**config.mk**
```make
export PLATFORM = sky130hd
export DESIGN_NAME = eeprom_ctrl
export DESIGN_NICKNAME = d
export VERILOG_FILES = /design/src/eeprom_pkg.sv /design/src/eeprom_ctrl.sv /design/src/eeprom_seq.sv /design/src/i2c_bit_engine.sv /design/src/scl_timer.sv
export VERILOG_INCLUDE_DIRS = /design/src /design/src/src
export SDC_FILE = /design/constraint.sdc
export NUM_CORES = 1
export LEC_CHECK = 0
export ABC_AREA = 1
export BUFFER_PORTS_ARGS = -buffer_cell sky130_fd_sc_hd__buf_2
export CAP_MARGIN = 30
export CORE_MARGIN = 2
export CORE_UTILIZATION = 47
export DETAILED_ROUTE_END_ITERATION = 10
export GPL_TIMING_DRIVEN = 0
export PLACE_DENSITY = 0.71
export REMOVE_ABC_BUFFERS = 1
export SLEW_MARGIN = 15
export SYNTH_ARGS = -nofsm -noshare
export SYNTH_HDL_FRONTEND = slang
export SYNTH_HIERARCHICAL = 1
export SYNTH_SLANG_ARGS = --single-unit
```
**constraint.sdc**
```tcl
create_clock -name CLK -period 3.7 [get_ports CLK]
set_input_delay 0.555 -clock CLK [delete_from_list [all_inputs] [get_ports CLK]]
set_output_delay 0.555 -clock CLK [all_outputs]
set_load 0.02 [all_outputs]
```
**src/eeprom_consts.svh**
```systemverilog
`ifndef EEPROM_CONSTS_SVH
`define EEPROM_CONSTS_SVH

// CLK cycles per quarter of an SCL period
`define SCL_QUARTER 5

// device type code, upper nibble of every control byte
`define DEV_CODE 4'b1010

// 2 Kbyte array, three block bits plus a word address
`define ADDR_W 11

`endif

```
**src/eeprom_pkg.sv**
```systemverilog
`default_nettype none

package eeprom_pkg;

    // sequencer states, one per bus primitive plus idle and done
    typedef enum logic [3:0]
    {
        ST_IDLE,
        ST_START,
        ST_CTRL_WR,
        ST_ADDR,
        ST_DATA_WR,
        ST_RSTART,   // repeated start before the read control byte
        ST_CTRL_RD,
        ST_DATA_RD,
        ST_STOP,
        ST_DONE
    } seq_state_t;

    // primitives the bit engine can run
    typedef enum logic [2:0]
    {
        CMD_NONE,
        CMD_START,
        CMD_STOP,
        CMD_WR_BYTE,
        CMD_RD_BYTE
    } bus_cmd_t;

endpackage

`default_nettype wire

```
**src/eeprom_ctrl.sv**
```systemverilog
`timescale 1ns/1ps
`default_nettype none

`include "eeprom_consts.svh"

module eeprom_ctrl
    import eeprom_pkg::*;
(
    input  logic               CLK,
    input  logic               RESET,
    input  logic               wr,
    input  logic               rd,
    input  logic [`ADDR_W-1:0] addr,
    input  logic [7:0]         wdata,
    output logic [7:0]         rdata,
    output logic               ack,
    output logic               busy,
    output logic               nack_err,
    output logic               scl,
    output logic               sda_low,
    input  logic               sda_in
);

    logic       tick;
    logic [1:0] phase;
    logic       eng_busy;   // also runs the SCL timer
    bus_cmd_t   cmd;
    logic       cmd_valid;
    logic [7:0] tx_byte;
    logic       ack_out;
    logic       cmd_done;
    logic [7:0] rx_byte;
    logic       ack_in;

    scl_timer u_timer
    (
        .CLK   (CLK),
        .RESET (RESET),
        .run   (eng_busy),
        .tick  (tick),
        .phase (phase)
    );

    i2c_bit_engine u_engine
    (
        .CLK       (CLK),
        .RESET     (RESET),
        .cmd       (cmd),
        .cmd_valid (cmd_valid),
        .tx_byte   (tx_byte),
        .ack_out   (ack_out),
        .tick      (tick),
        .phase     (phase),
        .sda_in    (sda_in),
        .scl       (scl),
        .sda_low   (sda_low),
        .busy      (eng_busy),
        .cmd_done  (cmd_done),
        .rx_byte   (rx_byte),
        .ack_in    (ack_in)
    );

    eeprom_seq u_seq
    (
        .CLK       (CLK),
        .RESET     (RESET),
        .wr        (wr),
        .rd        (rd),
        .addr      (addr),
        .wdata     (wdata),
        .cmd_done  (cmd_done),
        .rx_byte   (rx_byte),
        .ack_in    (ack_in),
        .cmd       (cmd),
        .cmd_valid (cmd_valid),
        .tx_byte   (tx_byte),
        .ack_out   (ack_out),
        .busy      (busy),
        .ack       (ack),
        .rdata     (rdata),
        .nack_err  (nack_err)
    );

endmodule

`default_nettype wire

```
**src/eeprom_seq.sv**
```systemverilog
`timescale 1ns/1ps
`default_nettype none

`include "eeprom_consts.svh"

module eeprom_seq
    import eeprom_pkg::*;
(
    input  logic               CLK,
    input  logic               RESET,
    input  logic               wr,
    input  logic               rd,
    input  logic [`ADDR_W-1:0] addr,
    input  logic [7:0]         wdata,
    input  logic               cmd_done,
    input  logic [7:0]         rx_byte,
    input  logic               ack_in,
    output bus_cmd_t           cmd,
    output logic               cmd_valid,
    output logic [7:0]         tx_byte,
    output logic               ack_out,
    output logic               busy,
    output logic               ack,
    output logic [7:0]         rdata,
    output logic               nack_err
);

    seq_state_t         state;
    seq_state_t         next_state;
    bus_cmd_t           next_cmd;
    logic [7:0]         next_tx;
    logic               accept;
    logic               advance;
    logic               op_rd;
    logic [`ADDR_W-1:0] addr_q;
    logic [7:0]         data_q;

    assign accept  = (state == ST_IDLE || state == ST_DONE) && (wr || rd);
    assign advance = (next_state != state);

    always_comb
    begin
        next_state = state;
        case (state)
            ST_IDLE, ST_DONE: next_state = accept ? ST_START : ST_IDLE;
            ST_START:   if (cmd_done) next_state = ST_CTRL_WR;
            ST_CTRL_WR: if (cmd_done) next_state = ST_ADDR;
            ST_ADDR:    if (cmd_done) next_state = op_rd ? ST_RSTART : ST_DATA_WR;
            ST_DATA_WR: if (cmd_done) next_state = ST_STOP;
            ST_RSTART:  if (cmd_done) next_state = ST_CTRL_RD;
            ST_CTRL_RD: if (cmd_done) next_state = ST_DATA_RD;
            ST_DATA_RD: if (cmd_done) next_state = ST_STOP;
            ST_STOP:    if (cmd_done) next_state = ST_DONE;
            default:    next_state = ST_IDLE;
        endcase
    end

    // primitive and byte that go with the state being entered
    always_comb
    begin
        next_cmd = CMD_NONE;
        next_tx  = 8'h00;
        case (next_state)
            ST_START, ST_RSTART: next_cmd = CMD_START;
            ST_CTRL_WR:
            begin
                next_cmd = CMD_WR_BYTE;
                next_tx  = {`DEV_CODE, addr_q[`ADDR_W-1:8], 1'b0};
            end
            ST_ADDR:
            begin
                next_cmd = CMD_WR_BYTE;
                next_tx  = addr_q[7:0];
            end
            ST_DATA_WR:
            begin
                next_cmd = CMD_WR_BYTE;
                next_tx  = data_q;
            end
            ST_CTRL_RD:
            begin
                next_cmd = CMD_WR_BYTE;
                next_tx  = {`DEV_CODE, addr_q[`ADDR_W-1:8], 1'b1};
            end
            ST_DATA_RD: next_cmd = CMD_RD_BYTE;
            ST_STOP:    next_cmd = CMD_STOP;
            default:    next_cmd = CMD_NONE;
        endcase
    end

    always_ff @(posedge CLK)
    begin
        if (RESET)
        begin
            state     <= ST_IDLE;
            cmd       <= CMD_NONE;
            cmd_valid <= 1'b0;
            busy      <= 1'b0;
            ack       <= 1'b0;
            nack_err  <= 1'b0;
        end
        else
        begin
            state     <= next_state;
            cmd_valid <= advance && (next_cmd != CMD_NONE);
            ack       <= (next_state == ST_DONE);
            busy      <= (next_state != ST_IDLE) && (next_state != ST_DONE);
            if (advance)
                cmd <= next_cmd;
            if (accept)
                nack_err <= 1'b0;
            else if (cmd_done && cmd == CMD_WR_BYTE && !ack_in)
                nack_err <= 1'b1;   // keep going to stop so the bus is released
        end
    end

    always_ff @(posedge CLK)
    begin
        if (accept)
        begin
            op_rd  <= !wr;  // write wins if both pulse
            addr_q <= addr;
            data_q <= wdata;
        end
        if (advance && next_cmd != CMD_NONE)
        begin
            tx_byte <= next_tx;
            ack_out <= 1'b0;    // single read ends with master nack
        end
        if (state == ST_DATA_RD && cmd_done)
            rdata <= rx_byte;
    end

    // ack only as the one-cycle close of a stop condition
    property p_ack_after_stop;
        @(posedge CLK) disable iff (RESET)
            ack |-> (state == ST_DONE && $past(state) == ST_STOP);
    endproperty

    a_ack_after_stop : assert property (p_ack_after_stop)
        else $error("eeprom_seq: ack outside done");

    property p_ack_pulse;
        @(posedge CLK) disable iff (RESET)
            ack |=> !ack;
    endproperty

    a_ack_pulse : assert property (p_ack_pulse)
        else $error("eeprom_seq: ack longer than one cycle");

endmodule

`default_nettype wire

```
**src/i2c_bit_engine.sv**
```systemverilog
`timescale 1ns/1ps
`default_nettype none

module i2c_bit_engine
    import eeprom_pkg::*;
(
    input  logic       CLK,
    input  logic       RESET,
    input  bus_cmd_t   cmd,
    input  logic       cmd_valid,
    input  logic [7:0] tx_byte,
    input  logic       ack_out,
    input  logic       tick,
    input  logic [1:0] phase,
    input  logic       sda_in,
    output logic       scl,
    output logic       sda_low,
    output logic       busy,
    output logic       cmd_done,
    output logic [7:0] rx_byte,
    output logic       ack_in
);

    bus_cmd_t   cur_cmd;
    logic [7:0] shreg;
    logic [3:0] bit_cnt;
    logic       last_bit;
    logic       next_sda_low;

    // start and stop are a single SCL period, bytes run to the ack slot
    assign last_bit = (cur_cmd == CMD_START) || (cur_cmd == CMD_STOP) || (bit_cnt == 4'd8);

    assign rx_byte = shreg;

    // what SDA does during the low quarter of the current period
    always_comb
    begin
        case (cur_cmd)
            CMD_START:   next_sda_low = 1'b0;           // released, may follow a byte
            CMD_STOP:    next_sda_low = 1'b1;           // held low before the rising edge
            CMD_WR_BYTE: next_sda_low = (bit_cnt == 4'd8) ? 1'b0 : !shreg[7];
            CMD_RD_BYTE: next_sda_low = (bit_cnt == 4'd8) ? ack_out : 1'b0;
            default:     next_sda_low = sda_low;
        endcase
    end

    always_ff @(posedge CLK)
    begin
        if (RESET)
        begin
            scl      <= 1'b1;
            sda_low  <= 1'b0;
            busy     <= 1'b0;
            cmd_done <= 1'b0;
            cur_cmd  <= CMD_NONE;
            bit_cnt  <= 4'd0;
        end
        else
        begin
            cmd_done <= 1'b0;
            if (!busy)
            begin
                if (cmd_valid && (cmd != CMD_NONE))
                begin
                    busy    <= 1'b1;
                    cur_cmd <= cmd;
                    bit_cnt <= 4'd0;
                end
            end
            else if (tick)
            begin
                case (phase)
                    2'd0: sda_low <= next_sda_low;
                    2'd1: scl <= 1'b1;
                    2'd2:
                    begin
                        if (cur_cmd == CMD_START)
                            sda_low <= 1'b1;    // SDA falls, SCL high
                        else if (cur_cmd == CMD_STOP)
                            sda_low <= 1'b0;    // SDA rises, SCL high
                    end
                    default:
                    begin
                        scl     <= (cur_cmd == CMD_STOP);  // bus stays free after stop
                        bit_cnt <= bit_cnt + 4'd1;
                        if (last_bit)
                        begin
                            busy     <= 1'b0;
                            cmd_done <= 1'b1;
                            cur_cmd  <= CMD_NONE;
                        end
                    end
                endcase
            end
        end
    end

    // shift register and sampled acknowledge
    always_ff @(posedge CLK)
    begin
        if (!busy && cmd_valid)
            shreg <= tx_byte;
        else if (busy && tick)
        begin
            if (phase == 2'd2 && cur_cmd == CMD_RD_BYTE && !last_bit)
                shreg <= {shreg[6:0], sda_in};  // msb first
            if (phase == 2'd3 && cur_cmd == CMD_WR_BYTE && !last_bit)
                shreg <= {shreg[6:0], 1'b0};
            if (phase == 2'd2 && cur_cmd == CMD_WR_BYTE && last_bit)
                ack_in <= !sda_in;              // slave pulls low to ack
        end
    end

    // data may only move under a high SCL as a start or stop condition
    property p_sda_stable_high;
        @(posedge CLK) disable iff (RESET)
            (scl && $changed(sda_low)) |-> (cur_cmd == CMD_START || cur_cmd == CMD_STOP);
    endproperty

    a_sda_stable_high : assert property (p_sda_stable_high)
        else $error("i2c_bit_engine: SDA moved while SCL high outside start/stop");

    property p_done_pulse;
        @(posedge CLK) disable iff (RESET)
            cmd_done |=> !cmd_done;
    endproperty

    a_done_pulse : assert property (p_done_pulse)
        else $error("i2c_bit_engine: cmd_done longer than one cycle");

endmodule

`default_nettype wire

```
**src/scl_timer.sv**
```systemverilog
`timescale 1ns/1ps
`default_nettype none

`include "eeprom_consts.svh"

module scl_timer
(
    input  logic       CLK,
    input  logic       RESET,
    input  logic       run,
    output logic       tick,
    output logic [1:0] phase
);

    localparam int CNT_W = (`SCL_QUARTER > 1) ? $clog2(`SCL_QUARTER) : 1;
    localparam logic [CNT_W-1:0] CNT_LAST = CNT_W'(`SCL_QUARTER - 1);

    logic [CNT_W-1:0] cnt;

    // last cycle of the current quarter
    assign tick = run && (cnt == CNT_LAST);

    always_ff @(posedge CLK)
    begin
        if (RESET)
        begin
            cnt   <= '0;
            phase <= 2'd0;
        end
        else if (!run)
        begin
            // parked in phase 0 until the engine takes a command
            cnt   <= '0;
            phase <= 2'd0;
        end
        else if (tick)
        begin
            cnt   <= '0;
            phase <= phase + 2'd1;  // wraps 3 -> 0
        end
        else
        begin
            cnt <= cnt + CNT_W'(1);
        end
    end

    // phase only moves at the end of a quarter, or back to 0 when stopped
    property p_phase_on_tick;
        @(posedge CLK) disable iff (RESET)
            $changed(phase) |-> ($past(tick) || !$past(run));
    endproperty

    a_phase_on_tick : assert property (p_phase_on_tick)
        else $error("scl_timer: phase moved without a tick");

endmodule

`default_nettype wire

```
* After elaboration in Yosys (flattened, before gate mapping)
Cells that the tools add are included.
** Operators by class
- Bitwise operators :: 4
- Reductions and logical operators :: 52
- Multiplexer cells :: 37
- Equality and inequality tests :: 35
- Div/mod/pow operators :: 0
- $mul :: 0
- Add/sub/neg operators :: 3
- Magnitude comparators :: 0
- Shift operators :: 0
** Operators by type and width (number)
- 2-to-1 mux 4 bit :: 11
- equality test 4 x 3 -> 1 bit (second input constant) :: 8
- 2-to-1 mux 8 bit :: 4
- case mux 4 bit (8 select lines) :: 1
- case mux 8 bit (4 select lines) :: 1
- equality test 4 bit (second input constant) :: 5
- equality test 4 x 2 -> 1 bit (second input constant) :: 4
- logical AND 1 bit :: 16
- 2-to-1 mux 3 bit :: 5
- OR reduction 2 bit :: 7
- case mux 3 bit (4 select lines) :: 1
- 2-to-1 mux 1 bit :: 11
- equality test 3 x 2 -> 1 bit (second input constant) :: 3
- AND reduction 3 bit :: 3
- nonzero test 3 bit :: 3
- equality test 4 x 1 -> 1 bit (second input constant) :: 2
- equality test 3 bit (second input constant) :: 2
- logical NOT 1 bit :: 6
- nonzero test 2 bit :: 3
- OR reduction 3 bit :: 2
- OR reduction 6 bit :: 1
- inequality test 5 x 1 -> 1 bit (second input constant) :: 1
- AND reduction 5 bit :: 1
- adder 4 x 1 -> 4 bit (second input constant) :: 1
- other kinds (20) :: 29
** Storage, ports and cells
- Bits in read-only memories :: 0
- Word-level logic and storage cells :: 152
- Bits of input ports :: 24
- Output and inout port bits :: 13
- Bits in latches :: 0
- Memories :: 0
- Register bits :: 72
- Bits in writable memories :: 0

* Longest topological paths before layout
Gate-level depths: netlist (run 1).
- Word-level depth :: 10
- Depth in mapped cells :: 13
- Gate-level depth less buffers :: 13

* Hierarchy
Netlist (run 1), hierarchy kept.
** Modules (own cells, without submodules)
- eeprom_seq :: seq. area each 1301.2 sq um, area an instance 2024.4 sq um, cells each 204, instances 1
- i2c_bit_engine :: seq. area each 490.5 sq um, area an instance 1116.1 sq um, cells each 140, instances 1
- scl_timer :: seq. area each 100.1 sq um, area an instance 224.0 sq um, cells each 28, instances 1

* Worst setup path before layout (run 1)
No wires, ideal clock.
- Kind :: register to register
- From :: register u_seq.state[0]
- To :: register u_seq.tx_byte[0] (enable)
- Period minus slack after synthesis :: 2.934 ns
- Slack :: 0.766 ns
- Library setup time :: 0.370 ns
- Arrival :: 2.564 ns
- Buffers on the path :: 1
- Data required time :: 3.330 ns
- Stages on the path, launching flop included :: 12
- Path through :: dfxtp_1 buf_4 inv_2 nor2_1 nand2_1 a21oi_1 nor2_1 nand2_1 nand2_1 nand2_1 nor2_2 nor2_1
** Between the ends
- Word-level cells in the longest chain between the ends :: 10
- Elaborated cells between the ends (all ways) :: 37
- Those cells by class :: eq/ne: 18; mux: 10; reduce/logical: 9
** RTL lines
- start, declared :: line eeprom_seq.sv:28 : seq_state_t state;
- start signal, assigned :: line eeprom_seq.sv:104 : state <= next_state;
- equality test 4 bit / logical NOT 4 bit (equally long branches) :: line eeprom_seq.sv:38 : assign accept = (state == ST_IDLE || state == ST_DONE) && (wr || rd);
- logical OR 1 bit (*) :: line eeprom_seq.sv:38
- logical AND 1 bit (*) :: line eeprom_seq.sv:38
- net u_seq.accept :: line eeprom_seq.sv:32 : logic accept;
- 2-to-1 mux 1 bit (*) :: line eeprom_seq.sv:45 : ST_IDLE, ST_DONE: next_state = accept ? ST_START : ST_IDLE;
- case mux 4 bit (8 select lines) (*) :: line eeprom_seq.sv:44 : case (state)
- equality test 4 x 2 -> 1 bit, or another cell as far along :: line eeprom_seq.sv:63 : case (next_state)
- OR reduction 4 bit (no source line) / OR reduction 2 bit (equally long branches)
- case mux 3 bit (4 select lines) :: line eeprom_seq.sv:63
- nonzero test 3 bit :: line eeprom_seq.sv:125 : if (advance && next_cmd != CMD_NONE)
- logical AND 1 bit (*) :: line eeprom_seq.sv:125
- end signal, assigned :: line eeprom_seq.sv:127 : tx_byte <= next_tx;
- end, declared :: line eeprom_seq.sv:20 : output logic [7:0] tx_byte,
Mark *: on every way through the listed nets, which the timed path passes. The rest lies on a longest branch.
A chain may end at the register's enable or synchronous reset.

* Worst setup path after layout (run 1)
- From :: register u_engine.cmd_done
- To :: register u_seq.tx_byte[5] (enable)
** Between the ends
- Word-level cells in the longest chain between the ends :: 7
- Elaborated cells between the ends (all ways) :: 22
- Those cells by class :: eq/ne: 9; mux: 9; reduce/logical: 4
** RTL lines
- start, declared :: line i2c_bit_engine.sv:19 : output logic cmd_done,
- start signal, assigned :: line i2c_bit_engine.sv:54 : cmd_done <= 1'b0;
- start signal, assigned :: line i2c_bit_engine.sv:60 : cmd_done <= 1'b0;
- start signal, assigned :: line i2c_bit_engine.sv:89 : cmd_done <= 1'b1;
- 2-to-1 mux 4 bit, or another cell as far along :: line eeprom_seq.sv:53 : ST_STOP: if (cmd_done) next_state = ST_DONE;
- case mux 4 bit (8 select lines) (*) :: line eeprom_seq.sv:44
- equality test 4 x 2 -> 1 bit, or another cell as far along :: line eeprom_seq.sv:63
- OR reduction 4 bit (no source line) / OR reduction 2 bit (equally long branches)
- case mux 3 bit (4 select lines) :: line eeprom_seq.sv:63
- nonzero test 3 bit :: line eeprom_seq.sv:125
- logical AND 1 bit (*) :: line eeprom_seq.sv:125
Mark *: on every way between the ends. The rest lies on a longest branch, timed or not.

==> run_results.csv, run 1 <==
group,metric,value,unit
timing,worst_slack,1.15,ns
pwr,ir_drop,0.000268,V
route,post_drt_wl_per_cell,11.7,um
finish,nets,444,
die,io_pins,37,
route,drc,0,
clock_network,ctsRootBufferMaster,"clkbuf_8",
route,via_per_inst,4.77,
pwr,power_density,449,nW/um2
setup_path,cp-end-kind,"register",
setup_path,cp-start-kind,"register",
placement,hpwl,4460,um
timing,whs,0.390,ns
synthesis,synth_edf_count,45,
synthesis,ys_seq_elements,72,
route,dr.pass1.iters,5,
route,routed_wl,6030,um
synthesis,postSynthAreaPerCell,9.04,um2
global_routing,grt-ovfl-total,0,
clock_network,tritoncts,"built",
placement,place.gp.congestion,0.905,
setup_path,required,3.68,ns
timing,post-route-period-util,68.9,%
timing,finalSetupViolations,0,
clock_network,cts_resized,0,
die,die_w,88.6,um
setup_path,crit_type,"register to register",
clock_network,postCtsSetupBuffers,0,
clock_network,insertion_delay,0.33,ns
finish,syn_to_final_growth,14.9,%
clock_network,htreeDepth,3,
pwr,p_total,1730,uW
pwr,p_leak,0.00166,uW
synthesis,synth_cell_types,34,
placement,place_area,3650,um2
synthesis,synth_flop_cell,"edfxtp_1",
clock_network,clock_path_buffers,2,
setup_path,slowest_delay,0.47,ns
die,die_area,7850,um2
die,initial_core_util,49.0,%
die,dieHeight,88.6,um
setup_path,cp_data_arrival_time,2.52,ns
setup_path,cp_slowest_cell,"dfxtp_1",
finish,drive_gt1_share,23.0,%
setup_path,path_max_fanout,11,
clock_network,clk_pin_slew,0.07,ns
global_routing,antenna_found_initial,0,
clock_network,holdBufCountCts,0,
synthesis,syn_inst,372,
timing,slew_headroom,44.3,%
global_routing,globalRouteTotalUtil,17.1,%
timing,max_freq,0.392,GHz
timing,drv_slew,0,
clock_network,cts-buffers-inserted,9,
setup_path,cp_common_cell,"nand2_1",
die,rows,30,
timing,min_period,2.55,ns
finish,stdcell_area,3870,um2
hold_path,hold_path_class,"primary input to register",
timing,setup_total_negative_slack,0,ns
timing,worst_pin_slew,0.835,ns
clock_network,cts.sinks,72,
timing,fin_worst_skew,0.00657,ns
global_routing,grt_first_pass_wirelength,10200,um
route,antenna_left,0,
synthesis,syn-cell-area,3360,um2
die,coreArea,6870,um2
synthesis,yosysWarnings,6,
route,drtIter0Drc,104,
timing,finalHoldViolations,0,
placement,portBuffers,36,
run_status,status,"finished, final reports clean",
setup_path,crit_chain,"inv_2 -> nand2_2 -> nand2_1 -> a21oi_1 -> nand2_1 -> nor2_2 -> nand2_1 -> nand2_1 -> nor2_2 -> nor2_1",
flow_run,drv_cap,0,
timing,rsz0062_at_grt,"false",
finish,antenna_cells,0,
synthesis,seq_area_frac_synth,56.2,%
global_routing,grt_max_degree,18,
synthesis,async_reset_ff_share,0,%
placement,dp_slack,1.13,ns
global_routing,grt_pass1_vias,2278,
route,via_count,2466,
-- power by group --
part           internal (uW)  switching, uW  total [uW]
sequential               901           24.4         926
combinational           51.8            103         155
clock                    376            278         654
-- area by class of cell --
cell class | instances | area (um2)
Clock inverter | 6 | 83.8
Timing Repair Buffer | 37 | 191
Clock buffer | 10 | 128
Multi-Input combinational cell | 244 | 1250
Sequential cell | 72 | 1890
Inverter | 52 | 203
Tap cell | 96 | 120
Fill cell | 615 | 3000
-- layout by cell type (no fill, tap or decap), types with 2 or more instances in the layout --
| cell type | instances |
|---|---|
| a21oi_1 | 10 |
| a21oi_2 | 3 |
| a31oi_1 | 3 |
| buf_2 | 36 |
| bufinv_16 | 2 |
| clkbuf_8 | 9 |
| clkinv_1 | 2 |
| clkinvlp_4 | 2 |
| dfxtp_1 | 27 |
| edfxtp_1 | 45 |
| ha_1 | 4 |
| inv_1 | 39 |
| inv_2 | 11 |
| nand2_1 | 103 |
| nand2_2 | 6 |
| nand2_4 | 3 |
| nand2_8 | 2 |
| nand3_1 | 32 |
| nand3_2 | 4 |
| nand4_1 | 2 |
| nor2_1 | 39 |
| nor2_2 | 7 |
| nor2_4 | 2 |
| nor3_1 | 5 |
| nor3_2 | 4 |
| o21ai_0 | 4 |
| o21ai_1 | 4 |
-- cells by family (layout without fill, tap and decap cells) --
group / Yosys count / count (layout) / synth area share [%]
AND/OR/NAND/NOR: 212 / 212 / 30.4
buffers and inverters: 56 / 105 / 6.92
XOR/XNOR: 1 / 1 / 0.260
AO/OA/AOI/OAI: 26 / 26 / 4.61
other: 1 / 1 / 0.111
adder cells (fa/ha/maj): 4 / 4 / 1.49
flip-flops: 72 / 72 / 56.2
-- routing by layer --
| layer | GRT usage (%) | share of wire (%) | up-vias |
|---|---|---|---|
| li1 | - | - | 1291 |
| met1 | 20.7 | 46 | 1116 |
| met2 | 29.2 | 49 | 55 |
| met4 | 5.37 | 0.75 | 0 |
| met3 | 5.32 | 4.1 | 4 |
| met5 | 0 | 0 | - |
-- stage by stage --
| stage | utilization [%] | instances |
|---|---|---|
| floorplan | - | 368 |
| global placement | 52.9 | 500 |
| detailed placement | 53.2 | 501 |
| CTS | 56.3 | 517 |
| global route | 56.3 | 517 |
| finish | 56.3 | 517 |
-- critical path: cells and delay by family, from the launching register on --
kind	cells	cell delay [ns]
buf+inv	1	0.14
compound gates	1	0.14
flops	1	0.47
simple gates	8	1.42
-- registers in the layout, indices dropped and copies added, names as in the netlist, 2 cells and up --
signal            flops
u_seq/cmd             3
u_engine/cur_cmd      3
u_engine/bit_cnt      4
u_seq/addr_q         11
u_seq/data_q          8
u_seq/tx_byte         8
u_engine/rx_byte      8
u_timer/phase         2
u_timer/cnt           3
u_seq/rdata           8
u_seq/state           4
-- synth_stat cells (4+ instances only) --
library cell	number	area share [%]
a21oi_1	11	1.6
dfxtp_1	27	16
edfxtp_1	45	40
ha_1	4	1.5
inv_1	39	4.4
inv_2	11	1.2
nand2_1	103	11
nand2_2	6	1.1
nand3_1	32	4.8
nand3_2	4	1.2
nor2_1	39	4.4
nor2_2	7	1.3
nor3_1	6	0.89
o21ai_0	4	0.60
o21ai_1	4	0.60
-- worst paths after layout --
| check | start | end | slack, ns | depth (start not counted) |
|---|---|---|---|---|
| max | u_engine/cmd_done | u_seq/tx_byte[5] | 1.15 | 10 |
| min reg2reg | u_timer/cnt[0] | u_timer/cnt[0] | 0.45 | 1 |
| max reg2reg | u_engine/cmd_done | u_seq/tx_byte[5] | 1.15 | 10 |
| min | wdata[6] | u_seq/data_q[6] | 0.39 | 1 |
No activity file was read; power rests on OpenSTA's default activity.
==> run 2, diff against run 1 <==
- PLACE_DENSITY: 0.71 -> 0.74
- clock period: 3.7 -> 2.29 ns (I/O delays scaled with it)
==> run 2 against run 1 <==
Sequential share of layout area is 0.55 points lower. Sequential power is 61% higher. Largest power group unchanged. Total power increased by 68%. Count of clock-buffer cells in the layout unchanged. Via count about the same. Critical path type unchanged. Clock skew grew 0.00097 ns. Global-route usage fell by 0.48 points. Combinational power increased by 69%. Highest routed layer unchanged. Die area did not move. Utilization increased by 0.64 points.
==> run_results.csv, run 2 (synthesis results as in run 1) <==
group,metric,value,unit
run_status,status,"finished, final reports clean",
timing,finalSetupViolations,0,
hold_path,hold_path_class,"primary input to register",
finish,fin_util,56.9,%
pwr,p_leak,0.00169,uW
route,post_drt_wl_per_cell,11.3,um
die,die_area,7850,um2
setup_path,cp-start-kind,"register",
placement,place.gp.congestion,0.811,
setup_path,slowest_delay,0.51,ns
finish,final_cells,517,
global_routing,antenna_found_initial,0,
clock_network,insertion_delay,0.33,ns
die,die_w,88.6,um
timing,slew_headroom,45.6,%
hold_path,min_path_cells,1,
route,met3_length,298,um
global_routing,grt_first_pass_wirelength,9960,um
timing,worst_pin_slew,0.812,ns
route,drc,0,
finish,nets,444,
setup_path,crit_chain,"inv_2 -> nor2_1 -> nand2_1 -> a21oi_4 -> nor2_1 -> nand2_1 -> nand2_1 -> nand2_1 -> nor2_2 -> nor2_4",
route,drtIter0Drc,147,
global_routing,grt-ovfl-total,0,
global_routing,globalRouteTotalUtil,16.6,%
clock_network,cts-buffers-inserted,9,
finish,final_common_cell,"nand2_1",
clock_network,cts.sinks,72,
setup_path,rr_worst_depth,10,
placement,post-place-cells,501,
route,via_per_inst,4.77,
finish,multi_input_area,1270,um2
setup_path,cp_data_arrival_time,2.13,ns
placement,hpwl,4270,um
die,initial_core_util,49.0,%
finish,final.fill_count,595,
die,dieHeight,88.6,um
timing,drv_slew,0,
die,rows,30,
clock_network,clock_path_buffers,2,
route,highest_layer,"met4",
setup_path,cp-end-kind,"register",
pwr,ir_drop,0.000581,V
global_routing,grt_pass1_vias,2294,
pwr,power_density,746,nW/um2
timing,max_freq,0.474,GHz
pwr,p_total,2920,uW
setup_path,cp_common_cell,"nand2_1",
setup_path,cp_slowest_cell,"dfxtp_1",
route,via_count,2464,
route,dr.pass1.iters,4,
setup_path,crit_type,"register to register",
finish,largest_register_ffs,11,
clock_network,ctsRootBufferMaster,"clkbuf_8",
timing,worst_slack,0.180,ns
die,coreArea,6870,um2
finish,antenna_cells,0,
finish,top_register,"u_seq/addr_q",
route,met1_length,2510,um
clock_network,clk_pin_slew,0.07,ns
flow_run,drv_cap,0,
timing,finalHoldViolations,0,
timing,post-route-period-util,92.2,%
setup_path,required,2.31,ns
setup_path,path_max_fanout,8,
timing,min_period,2.11,ns
timing,rsz0062_at_grt,"false",
die,io_pins,37,
finish,syn_to_final_growth,16.2,%
clock_network,htreeDepth,3,
timing,fin_worst_skew,0.00754,ns
placement,dp_slack,-0.227,ns
route,wl_met2,2940,um
global_routing,grt_max_degree,18,
placement,portBuffers,36,
finish,final_cell_mix,"103 x nand2_1, 45 x edfxtp_1, 39 x inv_1, 38 x nor2_1, 36 x buf_2",
finish,drive_gt1_share,23.3,%
clock_network,tritoncts,"built",
route,antenna_left,0,
finish,ff_latch_area,1890,um2
route,routed_wl,5820,um
-- run 2: layout make-up --
type,count,area share [%]
clock buffer,10,3.26
sequential,72,48.4
inverter,52,5.18
timing repair buffer,37,4.90
tap,96,3.07
multi-input combinational,244,32.4
clock inverter,6,2.75
-- run 2: critical path, delay by kind of cell (launching register included) --
family                 cells  cell delay [ns]
AOI/OAI and AO/OA          1             0.27
buffers and inverters      1             0.12
DFF                        1             0.51
and+or+nand+nor            8             0.89
-- run 2: final timing paths --
kind	start	endpoint	slack, ns
hold reg to reg	u_timer/cnt[0]	u_timer/cnt[0]	0.45
hold / removal	wdata[5]	u_seq/data_q[5]	0.18
setup / recovery	u_seq/state[0]	u_seq/tx_byte[1]	0.18
setup reg to reg	u_seq/state[0]	u_seq/tx_byte[1]	0.18
-- run 2: what timing repair did --
action,in CTS,in global routing
gates resized for setup,3,1
hold buffers,0,0
endpoints found under the setup margin,8,8
buffers inserted,0,0
-- run 2: per-layer routing --
| metal | global-route usage, % | vias to the layer above |
|---|---|---|
| met2 | 27.2 | 61 |
| met5 | 0 | - |
| met1 | 20.1 | 1106 |
| met4 | 6.47 | 0 |
| met3 | 5.97 | 8 |
| li1 | - | 1289 |
-- run 2: power breakdown --
part,internal [uW],switching (uW),leakage (uW)
Clock,720,441,0.000118
Combinational,87.0,175,0.000921
Sequential,1460,37.8,0.000648
-- run 2: metrics by stage --
step	hold WS [ns]	TNS (ns)	instance area [um2]
2_1_floorplan	0.406	-6.17	3330
3_3_place_gp	0.429	-22.89	3630
3_5_place_dp	0.435	-1.82	3650
4_1_cts	0.163	0	3910
5_1_grt	0.149	0	3910
6_report	0.179	0	3910
